[src/common/bht_config.svh]
`ifndef BHT_CONFIG_SVH
`define BHT_CONFIG_SVH

////////////////////////////////////////
// table geometry
////////////////////////////////////////

// word-addressed pc, split as {tag, set}
`define BHT_PC_W  10
`define BHT_SET_W 4
`define BHT_TAG_W 6

// associativity, ways per set
`define BHT_WAYS  4

// 2-bit saturating counter, high bit is the prediction
`define BHT_CNT_W 2

`endif
[src/common/bht_pkg.sv]
`include "bht_config.svh"

package bht_pkg;

	// pc split into tag (upper) and set index (lower)
	typedef struct packed {
		logic [`BHT_TAG_W-1:0] tag;
		logic [`BHT_SET_W-1:0] set;
	} pc_fld_t;

	// same pc word, read raw or as tag/set
	typedef union packed {
		logic [`BHT_PC_W-1:0] raw;
		pc_fld_t              fld;
	} pc_u;

	// one table entry
	typedef struct packed {
		logic                  valid;
		logic [`BHT_TAG_W-1:0] tag;
		logic [`BHT_PC_W-1:0]  target;
		logic [`BHT_CNT_W-1:0] cnt;
	} bht_entry_t;

	// next-pc correction code, msb doubles as flush
	typedef enum logic [1:0] {
		NONE = 2'b00,
		CNI  = 2'b10,
		PBT  = 2'b11
	} corr_e;

	// btype one-hot bit positions
	localparam int BT_BEQ  = 5;
	localparam int BT_BNE  = 4;
	localparam int BT_BLT  = 3;
	localparam int BT_BGE  = 2;
	localparam int BT_BLTU = 1;
	localparam int BT_BGEU = 0;

	typedef struct packed {
		pc_u pc;
	} if_req_t;

	typedef struct packed {
		logic                 valid;
		pc_u                  pc;
		logic [`BHT_PC_W-1:0] target;
		logic                 is_jump;
		logic                 is_btype;
	} id_req_t;

	typedef struct packed {
		logic                 valid;
		pc_u                  pc;
		logic [`BHT_PC_W-1:0] target;
		logic                 z;
		logic                 less;
		logic [5:0]           btype;
	} exe_req_t;

	typedef struct packed {
		logic                 hit;
		logic                 taken;
		logic [`BHT_PC_W-1:0] pbt;
	} if_pred_t;

	typedef struct packed {
		corr_e                correction;
		logic [`BHT_PC_W-1:0] pbt;
		logic [`BHT_PC_W-1:0] cni;
	} exe_res_t;

	// per-way tag compare results
	typedef struct packed {
		logic                  if_hit;
		logic                  id_hit;
		logic                  exe_hit;
		logic [`BHT_CNT_W-1:0] exe_cnt;
	} way_hit_t;

	// per-way write request, allocation and counter update
	typedef struct packed {
		logic                  alloc_en;
		logic [`BHT_SET_W-1:0] alloc_set;
		bht_entry_t            alloc_entry;
		logic                  upd_en;
		logic [`BHT_SET_W-1:0] upd_set;
		logic [`BHT_CNT_W-1:0] upd_cnt;
	} way_wr_t;

endpackage

[src/design/bht_top.sv]
`timescale 1ns/1ns
`include "bht_config.svh"

module bht_top (
	input  logic              CLK,
	input  logic              arst_n,
	input  bht_pkg::if_req_t  if_req,
	input  bht_pkg::id_req_t  id_req,
	input  bht_pkg::exe_req_t exe_req,
	output bht_pkg::if_pred_t if_pred,
	output bht_pkg::exe_res_t exe_res,
	output logic              flush
);
	import bht_pkg::*;

	// write control to ways
	way_wr_t wr [`BHT_WAYS];

	// ways to selector
	way_hit_t   hit [`BHT_WAYS];
	bht_entry_t if_entry [`BHT_WAYS];
	bht_entry_t exe_entry [`BHT_WAYS];

	// selector back to write control
	logic                         id_hit;
	logic                         upd_en;
	logic [$clog2(`BHT_WAYS)-1:0] upd_way;
	logic [`BHT_CNT_W-1:0]        upd_cnt;
	logic [`BHT_SET_W-1:0]        exe_set;

	bht_write_ctl u_write_ctl (
		.CLK     (CLK),
		.arst_n  (arst_n),
		.id_req  (id_req),
		.id_hit  (id_hit),
		.upd_en  (upd_en),
		.upd_way (upd_way),
		.upd_cnt (upd_cnt),
		.exe_set (exe_set),
		.wr      (wr)
	);

	// one instance per way, all look up in parallel
	for (genvar w = 0; w < `BHT_WAYS; w++)
	begin : g_way
		bht_way u_way (
			.CLK       (CLK),
			.arst_n    (arst_n),
			.if_pc     (if_req.pc),
			.id_pc     (id_req.pc),
			.exe_pc    (exe_req.pc),
			.wr        (wr[w]),
			.hit       (hit[w]),
			.if_entry  (if_entry[w]),
			.exe_entry (exe_entry[w])
		);
	end

	bht_select u_select (
		.if_pc     (if_req.pc),
		.exe_req   (exe_req),
		.hit       (hit),
		.if_entry  (if_entry),
		.exe_entry (exe_entry),
		.if_pred   (if_pred),
		.exe_res   (exe_res),
		.flush     (flush),
		.id_hit    (id_hit),
		.upd_en    (upd_en),
		.upd_way   (upd_way),
		.upd_cnt   (upd_cnt),
		.exe_set   (exe_set)
	);

endmodule

[src/bht/bht_select.sv]
`timescale 1ns/1ns
`include "bht_config.svh"

module bht_select (
	input  bht_pkg::pc_u                  if_pc,
	input  bht_pkg::exe_req_t             exe_req,
	input  bht_pkg::way_hit_t             hit [`BHT_WAYS],
	input  bht_pkg::bht_entry_t           if_entry [`BHT_WAYS],
	input  bht_pkg::bht_entry_t           exe_entry [`BHT_WAYS],
	output bht_pkg::if_pred_t             if_pred,
	output bht_pkg::exe_res_t             exe_res,
	output logic                          flush,
	output logic                          id_hit,
	output logic                          upd_en,
	output logic [$clog2(`BHT_WAYS)-1:0]  upd_way,
	output logic [`BHT_CNT_W-1:0]         upd_cnt,
	output logic [`BHT_SET_W-1:0]         exe_set
);
	import bht_pkg::*;

	localparam int WAY_W = $clog2(`BHT_WAYS);

	logic [`BHT_WAYS-1:0]  if_hits;
	logic [`BHT_WAYS-1:0]  id_hits;
	logic [`BHT_WAYS-1:0]  exe_hits;
	bht_entry_t            if_sel;
	bht_entry_t            exe_sel;
	logic [`BHT_CNT_W-1:0] exe_cnt;
	logic                  exe_hit;
	logic                  is_branch;
	logic                  outcome;
	logic                  predicted;

	////////////////////////////////////////
	// hit muxing
	////////////////////////////////////////

	// hits are one-hot, so an and-or mux is enough
	always_comb
	begin
		if_sel  = '0;
		exe_sel = '0;
		exe_cnt = '0;
		upd_way = '0;
		for (int w = 0; w < `BHT_WAYS; w++)
		begin
			if_hits[w]  = hit[w].if_hit;
			id_hits[w]  = hit[w].id_hit;
			exe_hits[w] = hit[w].exe_hit;
			if (hit[w].if_hit)
			begin
				if_sel = if_sel | if_entry[w];
			end
			if (hit[w].exe_hit)
			begin
				exe_sel = exe_sel | exe_entry[w];
				exe_cnt = exe_cnt | hit[w].exe_cnt;
				upd_way = upd_way | WAY_W'(w);
			end
		end
	end

	// fetch prediction, not taken on a miss
	assign if_pred.hit   = |if_hits;
	assign if_pred.taken = if_pred.hit && if_sel.cnt[`BHT_CNT_W-1];
	assign if_pred.pbt   = if_sel.target;

	// decode only needs to know whether to allocate
	assign id_hit = |id_hits;

	////////////////////////////////////////
	// execute resolution
	////////////////////////////////////////

	assign exe_hit   = |exe_hits;
	assign is_branch = exe_req.valid && (|exe_req.btype);
	assign exe_set   = exe_req.pc.fld.set;

	// unsigned and signed compares share the less flag
	assign outcome =
		(exe_req.btype[BT_BEQ] && exe_req.z) ||
		(exe_req.btype[BT_BNE] && !exe_req.z) ||
		((exe_req.btype[BT_BLT] || exe_req.btype[BT_BLTU]) && exe_req.less) ||
		((exe_req.btype[BT_BGE] || exe_req.btype[BT_BGEU]) && !exe_req.less);

	// what fetch saw, a miss predicts not taken
	assign predicted = exe_hit && exe_sel.cnt[`BHT_CNT_W-1];

	// saturating counter step
	always_comb
	begin
		upd_cnt = exe_cnt;
		if (outcome && (exe_cnt != '1))
		begin
			upd_cnt = exe_cnt + 1'b1;
		end
		else if (!outcome && (exe_cnt != '0))
		begin
			upd_cnt = exe_cnt - 1'b1;
		end
	end

	// only resolved branches that are in the table train it
	assign upd_en = is_branch && exe_hit;

	always_comb
	begin
		exe_res.correction = NONE;
		if (is_branch && (predicted != outcome))
		begin
			// taken but predicted not taken, redirect to target
			exe_res.correction = outcome ? PBT : CNI;
		end
	end

	assign exe_res.pbt = exe_req.target;
	// next sequential word, wraps at pc width
	assign exe_res.cni = exe_req.pc.raw + 1'b1;

	assign flush = exe_res.correction[1];

	////////////////////////////////////////
	// checks
	////////////////////////////////////////

	// no duplicate tags across ways, so each port hits at most one way
	always_comb
	begin
		a_hit_onehot: assert final ($onehot0(if_hits) && $onehot0(id_hits)
			&& $onehot0(exe_hits));
		a_btype_onehot: assert final (!exe_req.valid || $onehot0(exe_req.btype));
		// the selected fetch entry really carries the fetch tag
		a_if_tag: assert final (!if_pred.hit || (if_sel.tag == if_pc.fld.tag));
	end

endmodule

[src/bht/bht_write_ctl.sv]
`timescale 1ns/1ns
`include "bht_config.svh"

module bht_write_ctl (
	input  logic                          CLK,
	input  logic                          arst_n,
	input  bht_pkg::id_req_t              id_req,
	input  logic                          id_hit,
	input  logic                          upd_en,
	input  logic [$clog2(`BHT_WAYS)-1:0]  upd_way,
	input  logic [`BHT_CNT_W-1:0]         upd_cnt,
	input  logic [`BHT_SET_W-1:0]         exe_set,
	output bht_pkg::way_wr_t              wr [`BHT_WAYS]
);
	import bht_pkg::*;

	localparam int NSETS = 1 << `BHT_SET_W;
	localparam int WAY_W = $clog2(`BHT_WAYS);

	// initial counters, weakly not taken and strongly taken
	localparam logic [`BHT_CNT_W-1:0] CNT_BRANCH = 2'b01;
	localparam logic [`BHT_CNT_W-1:0] CNT_JUMP   = 2'b11;

	////////////////////////////////////////
	// allocation request
	////////////////////////////////////////

	logic                  alloc_req;
	logic [`BHT_SET_W-1:0] id_set;
	logic [WAY_W-1:0]      victim;
	bht_entry_t            new_entry;

	// fifo replacement pointer per set
	logic [WAY_W-1:0] fifo_ptr_q [NSETS];

	assign id_set = id_req.pc.fld.set;

	// only a control-flow instruction missing in every way
	assign alloc_req = id_req.valid && (id_req.is_btype || id_req.is_jump) && !id_hit;

	assign victim = fifo_ptr_q[id_set];

	// jumps enter strongly taken and are never resolved here
	assign new_entry = '{
		valid:  1'b1,
		tag:    id_req.pc.fld.tag,
		target: id_req.target,
		cnt:    id_req.is_jump ? CNT_JUMP : CNT_BRANCH
	};

	////////////////////////////////////////
	// replacement pointers
	////////////////////////////////////////

	always_ff @(posedge CLK or negedge arst_n)
	begin
		if (!arst_n)
		begin
			for (int s = 0; s < NSETS; s++)
			begin
				fifo_ptr_q[s] <= '0;
			end
		end
		else if (alloc_req)
		begin
			// wraps modulo the way count
			fifo_ptr_q[id_set] <= victim + 1'b1;
		end
	end

	////////////////////////////////////////
	// per-way write steering
	////////////////////////////////////////

	always_comb
	begin
		for (int w = 0; w < `BHT_WAYS; w++)
		begin
			// allocation goes to the pointed way only
			wr[w].alloc_en    = alloc_req && (victim == WAY_W'(w));
			wr[w].alloc_set   = id_set;
			wr[w].alloc_entry = new_entry;
			// update goes to the way that hit in execute
			wr[w].upd_en      = upd_en && (upd_way == WAY_W'(w));
			wr[w].upd_set     = exe_set;
			wr[w].upd_cnt     = upd_cnt;
		end
	end

	// decode never flags an instruction as both branch and jump
	a_alloc_kind: assert property (@(posedge CLK) disable iff (!arst_n)
		alloc_req |-> (id_req.is_btype ^ id_req.is_jump));

endmodule

[src/bht/bht_way.sv]
`timescale 1ns/1ns
`include "bht_config.svh"

module bht_way (
	input  logic                CLK,
	input  logic                arst_n,
	input  bht_pkg::pc_u        if_pc,
	input  bht_pkg::pc_u        id_pc,
	input  bht_pkg::pc_u        exe_pc,
	input  bht_pkg::way_wr_t    wr,
	output bht_pkg::way_hit_t   hit,
	output bht_pkg::bht_entry_t if_entry,
	output bht_pkg::bht_entry_t exe_entry
);
	import bht_pkg::*;

	localparam int NSETS = 1 << `BHT_SET_W;

	////////////////////////////////////////
	// storage
	////////////////////////////////////////

	// one valid bit and one entry per set
	logic [NSETS-1:0]      valid_q;
	logic [`BHT_TAG_W-1:0] tag_q [NSETS];
	logic [`BHT_PC_W-1:0]  tgt_q [NSETS];
	logic [`BHT_CNT_W-1:0] cnt_q [NSETS];

	bht_entry_t id_entry;
	logic       upd_ok;

	////////////////////////////////////////
	// read ports
	////////////////////////////////////////

	// fetch port also sends out the entry for its target
	assign if_entry = '{
		valid:  valid_q[if_pc.fld.set],
		tag:    tag_q[if_pc.fld.set],
		target: tgt_q[if_pc.fld.set],
		cnt:    cnt_q[if_pc.fld.set]
	};

	// decode port only feeds the hit
	assign id_entry = '{
		valid:  valid_q[id_pc.fld.set],
		tag:    tag_q[id_pc.fld.set],
		target: tgt_q[id_pc.fld.set],
		cnt:    cnt_q[id_pc.fld.set]
	};

	// execute port counter feeds the update
	assign exe_entry = '{
		valid:  valid_q[exe_pc.fld.set],
		tag:    tag_q[exe_pc.fld.set],
		target: tgt_q[exe_pc.fld.set],
		cnt:    cnt_q[exe_pc.fld.set]
	};

	// a hit needs a valid entry with matching tag
	assign hit.if_hit  = if_entry.valid && (if_entry.tag == if_pc.fld.tag);
	assign hit.id_hit  = id_entry.valid && (id_entry.tag == id_pc.fld.tag);
	assign hit.exe_hit = exe_entry.valid && (exe_entry.tag == exe_pc.fld.tag);
	assign hit.exe_cnt = exe_entry.cnt;

	////////////////////////////////////////
	// write ports
	////////////////////////////////////////

	// allocation in the same set overrides the counter update
	assign upd_ok = wr.upd_en && !(wr.alloc_en && (wr.alloc_set == wr.upd_set));

	always_ff @(posedge CLK or negedge arst_n)
	begin
		if (!arst_n)
		begin
			valid_q <= '0;
		end
		else if (wr.alloc_en)
		begin
			valid_q[wr.alloc_set] <= 1'b1;
		end
	end

	always_ff @(posedge CLK)
	begin
		// whole entry on allocation
		if (wr.alloc_en)
		begin
			tag_q[wr.alloc_set] <= wr.alloc_entry.tag;
			tgt_q[wr.alloc_set] <= wr.alloc_entry.target;
			cnt_q[wr.alloc_set] <= wr.alloc_entry.cnt;
		end
		// counter only on update
		if (upd_ok)
		begin
			cnt_q[wr.upd_set] <= wr.upd_cnt;
		end
	end

	// allocation writes the decode pc's tag into its set and only while this way misses it
	a_alloc_fresh: assert property (@(posedge CLK) disable iff (!arst_n)
		wr.alloc_en |-> (wr.alloc_set == id_pc.fld.set)
			&& (wr.alloc_entry.tag == id_pc.fld.tag) && !hit.id_hit);

endmodule

[config.mk]
export PLATFORM = sky130hd
export DESIGN_NAME = bht_top
export DESIGN_NICKNAME = d
export VERILOG_FILES = /design/src/common/bht_pkg.sv /design/src/design/bht_top.sv /design/src/bht/bht_select.sv /design/src/bht/bht_write_ctl.sv /design/src/bht/bht_way.sv
export VERILOG_INCLUDE_DIRS = /design/src /design/src/common
export SDC_FILE = /design/constraint.sdc
export NUM_CORES = 2
export LEC_CHECK = 0
export BUFFER_PORTS_ARGS = -buffer_cell sky130_fd_sc_hd__buf_2
export CORE_ASPECT_RATIO = 1.25
export CORE_MARGIN = 4
export CORE_UTILIZATION = 55
export CTS_CLUSTER_DIAMETER = 200
export DETAILED_ROUTE_END_ITERATION = 10
export GPL_ROUTABILITY_DRIVEN = 0
export GPL_TIMING_DRIVEN = 0
export PLACE_DENSITY = 0.75
export SYNTH_ARGS = -nofsm -noshare
export SYNTH_HDL_FRONTEND = slang
export SYNTH_SLANG_ARGS = --single-unit
[constraint.sdc]
create_clock -name CLK -period 10.5 [get_ports CLK]
set_input_delay 1.05 -clock CLK [delete_from_list [all_inputs] [get_ports CLK]]
set_output_delay 1.05 -clock CLK [all_outputs]
set_load 0.1 [all_outputs]
==> metrics.txt <==
status finished, violations left; failing checks capacitance limit, slew limit; Area Overhead vs Synth 10.9%; unrepaired setup endpoints after global routing no; most frequent cells in the layout 1152 x edfxtp_1, 566 x mux4_2, 151 x nand2_1; Max Cap Viol 4; Pleak 0.0221 uW; Slowest cell on crit path buf_1; area leader, netlist edfxtp_1; PnR worst setup slack 1370 ps; Core Box Area 0.108 mm2; peak supply drop 0.141 mV; DRT antenna net count 0; Post-synth EDFFs 1152; Achievable Freq 110 MHz; PortBufs 79; routed len/inst 42.7 um; Critical Path RT 9450 ps; placed instance area 0.0628 mm2; switching pwr 2980 uW; CTS root buf clkbuf_16; Iter 0 DRT Violations 7322; vias in the first global route 37100; # fillers 7624; CTS tree yes; H-tree levels 3; Final Core Density 0.615; postcts setup bufs 0; DR vias 38100; Clock Sinks 1248; worst hold margin 265 ps; Die Width 304 um; initial antenna violation count 10; Sw Ratio 0.259; Final Cell Area 0.0667 mm2; combinational share of power 0.128; Total Wirelength 216000 um; Avg Inst Size Synth 18.2 um2; clk_lat worst skew 810 ps; P_int 8520 uW; Min Clock Period, post-route 9130 ps; Clk pwr share 0.375; top cell type's share of synthesized area 0.575; TritonCTS buffer count 116; Slew Limit Fails 40; cell mode on critical path buf_2; nets@finish 3584; dpl ws 1730 ps; initial core utilization 0.555; crit share post-route 0.869; PwrDens 172 mW/mm2; slowest stage delay, CP 1080 ps; setup violators final 0; hold_buf cts 0; # DRC 0; Gates resized, CTS repair 0; drt pass-1 iters 9; Max Clock Skew 54.6 ps; final hold violations 0; largest fanout on the critical path 10; layout cells sized above 1 0.325; Synth Register Bits 1248; first-pass GRT wire length 296000 um; yosys warns 0; Max-slew headroom -0.132; Clock transition at path regs 70 ps; Mapped Nets 3372; sequential fraction of the synthesis area 0.615; Worst Path Arrival 8080 ps; Syn Inst Count 3298; Synth Flop Type edfxtp_1; Synth async-reset ratio 0.0769; Post-DP HPWL 142000 um; HP Class primary input to async pin; Row Count 135; post-synth cell types 91; gr ovfl total 0; TNS Setup 0 ps; CP Cell Sequence buf_2, buf_1, buf_2, buf_1, clkbuf_2, mux2i_1, nand2_1, o21ai_1, buf_4, nor4_1, nand4_1, clkbuf_1, o221ai_1, buf_2; Slew @ Worst Pin 1700 ps; Die Y 378 um; CP Launch Type primary input; die area 0.115 mm2; Avg Vias per Cell 7.54; commonest non-fill, non-tap cell in the layout edfxtp_1; # IOs 99; Synth area leaders edfxtp_1 57%, mux4_2 21%, dfrtp_1 4.0%; Post-Syn Area 0.0602 mm2; largest net degree at the start of global routing 70; endpoint class of the critical path output port; Reg power frac 0.498; Max clock buf depth 3; critical path class primary input to output port; GRT Total Usage 0.376
-- layout make-up --
class | count | area, um2 | area share
multi-input cells | 1712 | 21600 | 0.323
flip-flops and latches | 1248 | 37000 | 0.554
diodes | 6 | 15.0 | 0.000225
plain buffers | 262 | 1480 | 0.0222
clock inverters | 67 | 726 | 0.0109
repair buffers | 94 | 761 | 0.0114
well taps | 1438 | 1800 | 0.0270
clock buffers | 146 | 3100 | 0.0464
inverters | 76 | 285 | 0.00428
-- final timing paths --
| check | cells after the start | slack (ps) | start | to |
|---|---|---|---|---|
| min in group CLK | 1 | 510 | u_write_ctl.fifo_ptr_q[31] | u_write_ctl.fifo_ptr_q[31] |
| worst max-delay path | 14 | 1370 | if_req[1] | if_pred[10] |
| max in group asynchronous | 2 | 9540 | arst_n | g_way[3].u_way.valid_q[14] |
| worst max register to register | 10 | 4540 | g_way[2].u_way.tag_q[7][4] | g_way[1].u_way.tgt_q[10][2] |
| worst min-delay path | 1 | 260 | arst_n | g_way[1].u_way.valid_q[12] |
| worst min register to register | 1 | 510 | u_write_ctl.fifo_ptr_q[31] | u_write_ctl.fifo_ptr_q[31] |
-- logic make-up after synthesis --
group,synth area share
fa+ha+maj,0.00208
xor+xnor,0.0143
compound gates,0.0336
simple gates,0.0477
mux,0.258
buf+inv,0.0293
flops,0.615
-- registers in the layout (all words and copies together), names as in the netlist --
register / flops
g_way.u_way.tag_q: 384
g_way.u_way.valid_q: 64
g_way.u_way.tgt_q: 640
u_write_ctl.fifo_ptr_q: 32
g_way.u_way.cnt_q: 128
-- critical path, delay by kind of cell --
| family | cells | cell delay (ps) |
|---|---|---|
| buf+inv | 8 | 4760 |
| simple gates | 3 | 1190 |
| compound gates | 2 | 850 |
| mux | 1 | 180 |
-- through the flow --
stage / total power [uW] / cells
floorplan: 6680 / 3298
global placement: 7180 / 4815
finish: 11500 / 5049
detailed placement: 7220 / 4828
CTS: 11400 / 5041
global route: 11700 / 5044
-- synth_stat cells, types with 35 or more instances --
cell         n
edfxtp_1  1152
mux4_2     566
nand2_1    151
mux2i_1    147
mux2_2     103
dfrtp_1     96
clkbuf_1    87
nor2_1      82
inv_1       71
buf_2       69
xnor2_1     66
nand2b_1    56
buf_4       53
o21ai_0     39
nand3_1     38
a21oi_1     35
-- power by group through the flow --
stage                     clock network [uW]  logic, uW  registers [uW]
after floorplan                            0        915            5760
after global placement                     0       1370            5810
after detailed placement                   0       1400            5820
after CTS                               4280       1410            5710
after global routing                    4510       1500            5730
final                                   4310       1470            5720
-- per-layer routing --
| metal | vias up | part of all wire | track usage |
|---|---|---|---|
| met5 | - | 0.00019 | 0.00169 |
| met2 | 3764 | 0.44 | 0.555 |
| li1 | 14000 | - | - |
| met4 | 6 | 0.092 | 0.267 |
| met1 | 19300 | 0.31 | 0.455 |
| met3 | 958 | 0.16 | 0.148 |
Power figures use the tool's default switching activity.
